File: src/ps2_mouse_pkg.sv
// Shared types for the PS/2 mouse controller: data widths, CPU request,
// receive frame, status byte, host sequencer states and register bits
package ps2_mouse_pkg;

    // ======================================================================
    // Data widths
    // ======================================================================

    // One byte on the PS/2 wire
    typedef logic [7:0] ps2_byte_t;

    // CPU data port word and its byte lane enables
    typedef logic [15:0] cpu_word_t;
    typedef logic [1:0] cpu_bytesel_t;

    // ======================================================================
    // Register layout
    // ======================================================================

    // Byte lanes of the data port
    localparam int lane_lo = 0;
    localparam int lane_hi = 1;

    // Write data bit that empties the receive buffer
    localparam int flush_bit = 15;

    // Received byte plus parity / start / stop error
    typedef struct packed {
        ps2_byte_t data;
        logic      error;
    } rx_frame_t;

    // CPU access as seen by the register block
    typedef struct packed {
        logic         access;
        logic         wr_en;
        cpu_bytesel_t bytesel;
        cpu_word_t    wdata;
    } cpu_req_t;

    // High byte of every read word
    typedef struct packed {
        logic [2:0] zero_hi;
        logic       rx_avail;
        logic       tx_busy;
        logic       unread_error;
        logic [1:0] zero_lo;
    } mouse_status_t;

    // Host line sequencer
    typedef enum logic [2:0] {
        idle,
        rx_bits,
        tx_inhibit,
        tx_request,
        tx_bits,
        tx_ack
    } host_state_t;

endpackage
File: src/ps2_mouse_top.sv
// PS/2 mouse controller top level: host, receive buffer and CPU registers
`timescale 1ns/1ps

module ps2_mouse_top #(
    parameter int clkf = 50_000_000,
    parameter int fifo_depth = 32
) (
    input  logic                         clk,
    input  logic                         reset,
    input  logic                         cs,
    input  logic                         data_m_access,
    input  logic                         data_m_wr_en,
    input  ps2_mouse_pkg::cpu_bytesel_t  data_m_bytesel,
    input  ps2_mouse_pkg::cpu_word_t     data_m_data_in,
    output ps2_mouse_pkg::cpu_word_t     data_m_data_out,
    output logic                         data_m_ack,
    output logic                         ps2_intr,
    input  logic                         ps2_clk_in,
    input  logic                         ps2_dat_in,
    output logic                         ps2_clk_out,
    output logic                         ps2_dat_out
);

    ps2_mouse_pkg::cpu_req_t  req;
    ps2_mouse_pkg::rx_frame_t rx_frame;
    ps2_mouse_pkg::ps2_byte_t rd_data;
    ps2_mouse_pkg::ps2_byte_t tx_data;
    logic rx_valid;
    logic tx_busy;
    logic start_tx;
    logic empty;
    logic full;
    logic fifo_wr_en;
    logic fifo_rd_en;
    logic fifo_flush;

    // CPU pins gathered into one request
    assign req.access = data_m_access;
    assign req.wr_en = data_m_wr_en;
    assign req.bytesel = data_m_bytesel;
    assign req.wdata = data_m_data_in;

    ps2_host #(
        .clkf(clkf)
    ) host0 (
        .clk(clk),
        .reset(reset),
        .ps2_clk_in(ps2_clk_in),
        .ps2_dat_in(ps2_dat_in),
        .ps2_clk_out(ps2_clk_out),
        .ps2_dat_out(ps2_dat_out),
        .start_tx(start_tx),
        .tx_data(tx_data),
        .rx_frame(rx_frame),
        .rx_valid(rx_valid),
        .tx_busy(tx_busy)
    );

    ps2_rx_fifo #(
        .fifo_depth(fifo_depth)
    ) fifo0 (
        .clk(clk),
        .reset(reset),
        .wr_en(fifo_wr_en),
        .wr_data(rx_frame.data),
        .rd_en(fifo_rd_en),
        .flush(fifo_flush),
        .rd_data(rd_data),
        .empty(empty),
        .full(full)
    );

    ps2_mouse_regs regs0 (
        .clk(clk),
        .reset(reset),
        .cs(cs),
        .req(req),
        .rx_frame(rx_frame),
        .rx_valid(rx_valid),
        .rd_data(rd_data),
        .empty(empty),
        .full(full),
        .tx_busy(tx_busy),
        .data_m_ack(data_m_ack),
        .data_m_data_out(data_m_data_out),
        .ps2_intr(ps2_intr),
        .fifo_wr_en(fifo_wr_en),
        .fifo_rd_en(fifo_rd_en),
        .fifo_flush(fifo_flush),
        .start_tx(start_tx),
        .tx_data(tx_data)
    );

endmodule

File: src/ps2_mouse_regs.sv
// CPU register block: access decode, read word, ack, sticky error,
// transmit start, buffer control and interrupt pulse
`timescale 1ns/1ps

module ps2_mouse_regs (
    input  logic                      clk,
    input  logic                      reset,
    input  logic                      cs,
    input  ps2_mouse_pkg::cpu_req_t   req,
    input  ps2_mouse_pkg::rx_frame_t  rx_frame,
    input  logic                      rx_valid,
    input  ps2_mouse_pkg::ps2_byte_t  rd_data,
    input  logic                      empty,
    input  logic                      full,
    input  logic                      tx_busy,
    output logic                      data_m_ack,
    output ps2_mouse_pkg::cpu_word_t  data_m_data_out,
    output logic                      ps2_intr,
    output logic                      fifo_wr_en,
    output logic                      fifo_rd_en,
    output logic                      fifo_flush,
    output logic                      start_tx,
    output ps2_mouse_pkg::ps2_byte_t  tx_data
);

    logic do_read;
    logic do_write;
    logic unread_error;
    ps2_mouse_pkg::mouse_status_t status;
    ps2_mouse_pkg::ps2_byte_t     head;

    // ======================================================================
    // Access decode
    // ======================================================================

    assign do_read = req.access & cs & ~req.wr_en;
    assign do_write = req.access & cs & req.wr_en;

    // Pop only on a real read of the low lane
    assign fifo_rd_en = do_read & req.bytesel[ps2_mouse_pkg::lane_lo] & ~empty;
    assign fifo_flush = do_write & req.bytesel[ps2_mouse_pkg::lane_hi] &
                        req.wdata[ps2_mouse_pkg::flush_bit];

    // Low byte write sends a command to the mouse
    assign start_tx = do_write & req.bytesel[ps2_mouse_pkg::lane_lo];
    assign tx_data = req.wdata[7:0];

    // Full buffer drops the byte, and no interrupt for it
    assign fifo_wr_en = rx_valid & ~full;
    assign ps2_intr = fifo_wr_en;

    // ======================================================================
    // Read word
    // ======================================================================

    always_comb begin
        status = '0;
        status.rx_avail = ~empty;
        status.tx_busy = tx_busy;
        status.unread_error = unread_error;
    end

    // Empty buffer reads as zero
    assign head = empty ? 8'h00 : rd_data;

    always_ff @(posedge clk or posedge reset) begin
        if (reset)
            data_m_ack <= 1'b0;
        else
            data_m_ack <= req.access & cs;
    end

    // Writes return zero
    always_ff @(posedge clk) begin
        data_m_data_out <= do_read ? {status, head} : '0;
    end

    // Sticky error, set wins over a clearing read
    always_ff @(posedge clk or posedge reset) begin
        if (reset)
            unread_error <= 1'b0;
        else if (rx_valid & rx_frame.error)
            unread_error <= 1'b1;
        else if (do_read & req.bytesel[ps2_mouse_pkg::lane_hi])
            unread_error <= 1'b0;
    end

endmodule

File: src/ps2_rx_fifo.sv
// Circular byte buffer for received PS/2 data, with flush
`timescale 1ns/1ps

module ps2_rx_fifo #(
    parameter int fifo_depth = 32
) (
    input  logic                     clk,
    input  logic                     reset,
    input  logic                     wr_en,
    input  ps2_mouse_pkg::ps2_byte_t wr_data,
    input  logic                     rd_en,
    input  logic                     flush,
    output ps2_mouse_pkg::ps2_byte_t rd_data,
    output logic                     empty,
    output logic                     full
);

    localparam int addr_w = $clog2(fifo_depth);

    ps2_mouse_pkg::ps2_byte_t mem [fifo_depth];

    // Extra top bit tells a wrapped full buffer from an empty one
    logic [addr_w:0] wr_ptr;
    logic [addr_w:0] rd_ptr;

    always_ff @(posedge clk or posedge reset) begin
        if (reset) begin
            wr_ptr <= '0;
            rd_ptr <= '0;
        end else if (flush) begin
            wr_ptr <= '0;
            rd_ptr <= '0;
        end else begin
            if (wr_en)
                wr_ptr <= wr_ptr + 1'b1;
            if (rd_en)
                rd_ptr <= rd_ptr + 1'b1;
        end
    end

    // Storage
    always_ff @(posedge clk) begin
        if (wr_en)
            mem[wr_ptr[addr_w-1:0]] <= wr_data;
    end

    // Head of the buffer, visible without a read cycle
    assign rd_data = mem[rd_ptr[addr_w-1:0]];

    assign empty = (wr_ptr == rd_ptr);
    assign full = (wr_ptr[addr_w] != rd_ptr[addr_w]) &&
                  (wr_ptr[addr_w-1:0] == rd_ptr[addr_w-1:0]);

endmodule

File: src/ps2_host.sv
// PS/2 host: line synchronizers, frame receiver with odd parity check
// and the host-to-device request and transmit sequencer
`timescale 1ns/1ps

module ps2_host #(
    parameter int clkf = 50_000_000
) (
    input  logic                      clk,
    input  logic                      reset,
    input  logic                      ps2_clk_in,
    input  logic                      ps2_dat_in,
    output logic                      ps2_clk_out,
    output logic                      ps2_dat_out,
    input  logic                      start_tx,
    input  ps2_mouse_pkg::ps2_byte_t  tx_data,
    output ps2_mouse_pkg::rx_frame_t  rx_frame,
    output logic                      rx_valid,
    output logic                      tx_busy
);

    // 100 us clock inhibit before a request to send
    localparam int inhibit_cycles = clkf / 10_000;
    // About 2 ms without a device clock edge abandons a partial frame
    localparam int wd_cycles = clkf / 500;
    localparam int timer_w = $clog2(wd_cycles + 1);

    logic [1:0] clk_sync;
    logic [1:0] dat_sync;
    logic       clk_prev;
    logic       clk_fall;
    logic       clk_rise;
    logic       dat_s;

    ps2_mouse_pkg::host_state_t state;
    logic [3:0]         bit_cnt;
    logic [timer_w-1:0] timer;
    logic               wd_expired;
    logic               inhibit_done;

    logic [9:0] rx_shift;
    logic [9:0] rx_next;
    logic       rx_done;
    logic       start_err;
    logic [9:0] tx_shift;

    // ======================================================================
    // Line synchronizers and edge detect
    // ======================================================================

    // Idle lines are high, so the flops reset to 1
    always_ff @(posedge clk or posedge reset) begin
        if (reset) begin
            clk_sync <= 2'b11;
            dat_sync <= 2'b11;
            clk_prev <= 1'b1;
        end else begin
            clk_sync <= {clk_sync[0], ps2_clk_in};
            dat_sync <= {dat_sync[0], ps2_dat_in};
            clk_prev <= clk_sync[1];
        end
    end

    assign clk_fall = clk_prev & ~clk_sync[1];
    assign clk_rise = ~clk_prev & clk_sync[1];
    assign dat_s = dat_sync[1];

    assign wd_expired = (timer == timer_w'(wd_cycles - 1));
    assign inhibit_done = (timer == timer_w'(inhibit_cycles - 1));

    // Bits arrive LSB first: data[7:0], parity, stop
    assign rx_next = {dat_s, rx_shift[9:1]};
    assign rx_done = (state == ps2_mouse_pkg::rx_bits) && clk_fall && (bit_cnt == 4'd9);

    // ======================================================================
    // Sequencer
    // ======================================================================

    always_ff @(posedge clk or posedge reset) begin
        if (reset) begin
            state <= ps2_mouse_pkg::idle;
            bit_cnt <= '0;
            timer <= '0;
            rx_valid <= 1'b0;
            tx_busy <= 1'b0;
            ps2_clk_out <= 1'b1;
            ps2_dat_out <= 1'b1;
        end else begin
            rx_valid <= 1'b0;
            case (state)
                ps2_mouse_pkg::idle: begin
                    timer <= '0;
                    bit_cnt <= '0;
                    // Transmit request has priority over a new start bit
                    if (start_tx) begin
                        tx_busy <= 1'b1;
                        ps2_clk_out <= 1'b0;
                        state <= ps2_mouse_pkg::tx_inhibit;
                    end else if (clk_fall) begin
                        state <= ps2_mouse_pkg::rx_bits;
                    end
                end
                ps2_mouse_pkg::rx_bits: begin
                    timer <= clk_fall ? '0 : timer + 1'b1;
                    if (clk_fall) begin
                        bit_cnt <= bit_cnt + 1'b1;
                        // Stop bit sampled, frame complete
                        if (bit_cnt == 4'd9) begin
                            rx_valid <= 1'b1;
                            state <= ps2_mouse_pkg::idle;
                        end
                    end else if (wd_expired) begin
                        state <= ps2_mouse_pkg::idle;
                    end
                end
                ps2_mouse_pkg::tx_inhibit: begin
                    // Clock held low, then pull data low as start bit
                    timer <= timer + 1'b1;
                    if (inhibit_done) begin
                        ps2_dat_out <= 1'b0;
                        state <= ps2_mouse_pkg::tx_request;
                    end
                end
                ps2_mouse_pkg::tx_request: begin
                    // Release clock, device now drives it
                    ps2_clk_out <= 1'b1;
                    state <= ps2_mouse_pkg::tx_bits;
                end
                ps2_mouse_pkg::tx_bits: begin
                    // New bit on each falling edge, device samples on rising
                    if (clk_fall) begin
                        ps2_dat_out <= tx_shift[0];
                        bit_cnt <= bit_cnt + 1'b1;
                        if (bit_cnt == 4'd9)
                            state <= ps2_mouse_pkg::tx_ack;
                    end
                end
                ps2_mouse_pkg::tx_ack: begin
                    // Device pulls data low for one bit, done on its rising edge
                    if (clk_fall && !dat_s)
                        bit_cnt <= 4'd11;
                    if (clk_rise && bit_cnt == 4'd11) begin
                        tx_busy <= 1'b0;
                        ps2_dat_out <= 1'b1;
                        state <= ps2_mouse_pkg::idle;
                    end
                end
                default: state <= ps2_mouse_pkg::idle;
            endcase
        end
    end

    // ======================================================================
    // Shift registers and received frame
    // ======================================================================

    always_ff @(posedge clk) begin
        // Stop 1, odd parity, then data LSB first
        if (state == ps2_mouse_pkg::idle && start_tx)
            tx_shift <= {1'b1, ~^tx_data, tx_data};
        else if (state == ps2_mouse_pkg::tx_bits && clk_fall)
            tx_shift <= {1'b1, tx_shift[9:1]};
        // A start bit of 1 is kept as a framing error
        if (state == ps2_mouse_pkg::idle && clk_fall)
            start_err <= dat_s;
        if (state == ps2_mouse_pkg::rx_bits && clk_fall)
            rx_shift <= rx_next;
        if (rx_done) begin
            rx_frame.data <= rx_next[7:0];
            rx_frame.error <= start_err | ~(^rx_next[8:0]) | ~rx_next[9];
        end
    end

endmodule

File: config.mk
export PLATFORM = sky130hd
export DESIGN_NAME = ps2_mouse_top
export DESIGN_NICKNAME = d
export VERILOG_FILES = /design/src/ps2_mouse_pkg.sv /design/src/ps2_mouse_top.sv /design/src/ps2_mouse_regs.sv /design/src/ps2_rx_fifo.sv /design/src/ps2_host.sv
export SDC_FILE = /design/constraint.sdc
export NUM_CORES = 1
export LEC_CHECK = 0
export ABC_AREA = 0
export BUFFER_PORTS_ARGS = -buffer_cell sky130_fd_sc_hd__buf_2
export CAP_MARGIN = 20
export CORE_MARGIN = 2
export CORE_UTILIZATION = 50
export DETAILED_ROUTE_END_ITERATION = 10
export PLACE_DENSITY = 0.66
export SLEW_MARGIN = 20
export SYNTH_ARGS = -nofsm -noshare
export SYNTH_HDL_FRONTEND = slang
export SYNTH_SLANG_ARGS = --single-unit
File: constraint.sdc
create_clock -name clk -period 2.9 [get_ports clk]
set_input_delay 0.29 -clock clk [delete_from_list [all_inputs] [get_ports clk]]
set_output_delay 0.29 -clock clk [all_outputs]
set_load 0.1 [all_outputs]
==> results.py <==
metrics = {
    "status": {
        "status": "finished, final reports clean",
    },
    "sta": {
        "rsz0062_at_grt": "false",
        "setup-tns-final_ns": 0,
        "relSlewSlack_pct": 31.3,
        "min_period_over_period_pct": 81.9,
        "finalHoldViolCount": 0,
        "clock.fmax_mhz": 421,
        "min_period_ns": 2.38,
        "fin_skew_ns": 0.0202,
        "slew_viol_final": 0,
        "setup_viol": 0,
        "worst_pin_slew_ns": 1.03,
    },
    "synthesis": {
        "yosys_warnings": 0,
        "yosysTopAreaCell": "edfxtp_1",
        "async_flop_share_pct": 13.7,
        "synthTopCellsByArea": "edfxtp_1 (60%), dfrtp_1 (7.0%), mux4_2 (6.0%)",
        "synth-edff-count": 284,
        "ys_seq_elements": 342,
        "synthCells": 866,
        "yosysTopAreaCellShare_pct": 60.0,
        "ys_types": 73,
        "syn_area_mm2": 0.0142,
        "ys_seq_area_share_pct": 69.9,
        "synth_area_per_cell_um2": 16.4,
        "ys.flop_type": "edfxtp_1",
    },
    "cells_and_area": {
        "final_layout_size_suffix_gt1_share_pct": 21.3,
        "final_common_cell": "edfxtp_1",
        "final_util_pct": 57.3,
        "area_growth_syn_to_layout_pct": 12.4,
        "final_cell_mix": "edfxtp_1 (284), nor2_1 (66), mux4_2 (38), mux2i_1 (38), dfrtp_1 (38)",
        "fin_nets": 965,
        "diodes": 0,
    },
    "floorplanning": {
        "core_area_mm2": 0.0279,
        "ios": 45,
        "core.rowCount": 61,
        "start_util_pct": 51.0,
        "die_x_um": 173,
        "fp.dieArea_mm2": 0.0298,
        "die_h_um": 173,
    },
    "critical_path": {
        "crit_buf_inv": 0,
        "r2r_start": "fifo0.wr_ptr[0]$_DFFE_PP0P_",
        "crit_arrival_ns": 2.51,
        "path_class": "flop to flop",
        "crit_chain": "xnor2_1, nand3_2, o21a_1, nand2_1, nor2_1",
        "cp-startpoint": "fifo0.wr_ptr[0]$_DFFE_PP0P_",
        "cp_slowest_cell": "nor2_1",
        "worstPathMaxFanout": 8,
        "critPathLaunchType": "flop",
        "endpoint_kind": "flop",
        "slowest_delay_ns": 0.76,
        "path_delay_family": "simple AND/OR/NAND/NOR gates",
        "critPathRequiredTime_ns": 3.03,
    },
    "global_routing": {
        "grt_pass1_wl_mm": 44.3,
        "antenna_found_initial": 0,
        "grt_pass1_vias": 7634,
        "track_usage_pct": 19.2,
        "grt_max_degree": 94,
        "grt.overflow.total": 0,
    },
    "clocking": {
        "cts_max_level": 2,
        "cts_buffer_depth": 3,
        "cts-resized-gates": 0,
        "cts-buffers-inserted": 36,
        "clk_pin_slew_ns": 0.06,
        "cts_root_buffer": "clkbuf_16",
        "cts_sinks": 342,
        "cts_tree": "built",
        "cts_hold_buf": 3,
        "post_cts_buffers": 0,
        "clock_latency_ns": 0.50,
    },
    "placed_design": {
        "io_buffer_count": 32,
        "hpwl_mm": 17.7,
        "gp_congestion": 0.795,
    },
    "route": {
        "firstDrtPassIters": 5,
        "drcViolationCount": 0,
        "drt_iter0_markers": 531,
        "antenna_left": 0,
        "routed_wl_mm": 28.1,
        "avgViaCountPerCell": 5.65,
        "vias": 7543,
        "avgRoutedWirePerCell_um": 21.0,
    },
    "power": {
        "p_per_area_mw_per_mm2": 794,
        "total_leakage_power_uw": 0.00532,
        "irDropWorstVdd_mv": 0.780,
    },
    "min_path": {
        "min_from": "cs",
        "hold_class": "input pin to flop",
    },
    "job": {
        "maxCapViolations": 0,
    },
}
## state kept, by name (all words and copies together) (netlist names), 6 cells and up
register	flops
fifo0.rd_ptr	6
host0.rx_frame	9
host0.tx_shift	9
fifo0.wr_ptr	6
host0.rx_shift	9
fifo0.mem	256
host0.timer	17
regs0.data_m_data_out	11
## area by class of cell
| type | instances | area (um^2) |
|---|---|---|
| fillers | 2144 | 11900 |
| repair buffers | 72 | 528 |
| inverters | 13 | 48.8 |
| clock inverters | 11 | 100 |
| multi-input cells | 467 | 3890 |
| flip-flops and latches | 342 | 9940 |
| well taps | 378 | 473 |
| clock buffers | 52 | 992 |
## stage by stage
stage / hold slack (ns) / cells / setup slack (ns) / power, uW / instance area (um^2)
global placement: 0.348 / 1268 / 0.579 / 8490 / 14800
floorplan: 0.294 / 870 / 0.471 / 8030 / 14200
global route: 0.0369 / 1335 / 0.365 / 13200 / 16000
CTS: 0.00596 / 1334 / 0.515 / 12800 / 15900
detailed placement: 0.348 / 1268 / 0.552 / 8510 / 14800
finish: 0.0265 / 1335 / 0.524 / 12700 / 16000
## power by group
part           switching (uW)  internal (uW)  total [uW]
logic                    1650           1230        2870
registers                 120           5390        5510
clock network            1750           2550        4300
total                    3520           9170       12700
## logic make-up after synthesis
kind of cell,share of synthesized area (%)
buf+inv,2.84
other cells,0.0264
compound gates,5.39
xor+xnor,2.34
flops,69.9
fa+ha+maj,0.775
simple gates,7.29
mux,11.5
## cells in the mapped netlist (all sizes together) (15+ instances only)
cell type / count
a211oi: 15
nor2: 67
nand2: 35
mux4: 38
nand3: 20
xnor2: 27
mux2i: 38
o22ai: 18
edfxtp: 284
mux2: 35
nor2b: 17
buf: 35
dfrtp: 40
## layer usage
layer / vias to the layer above / global-route usage [%] / routed length [um]
met5: - / 0 / 0
met4: 0 / 5.31 / 624
met3: 49 / 3.23 / 1550
met2: 225 / 30.6 / 13400
met1: 3774 / 27.6 / 12500
li1: 3495 / - / -
## final timing paths
| check | endpoint | slack (ns) | cells past startpoint |
|---|---|---|---|
| min in group asynchronous | host0.timer[8]$_DFFE_PP0P_ | 0.47 | 3 |
| max in group asynchronous | host0.clk_prev$_DFF_PP1_ | 1.67 | 4 |
| setup reg to reg | fifo0.mem[2][1]$_DFFE_PP_ | 0.52 | 5 |
| hold / removal | regs0.data_m_ack$_DFF_PP0_ | 0.03 | 2 |
| hold reg to reg | host0.clk_sync[1]$_DFF_PP1_ | 0.36 | 0 |
| setup / recovery | fifo0.mem[2][1]$_DFFE_PP_ | 0.52 | 5 |
Note: power is estimated with default switching activity, not from simulation.
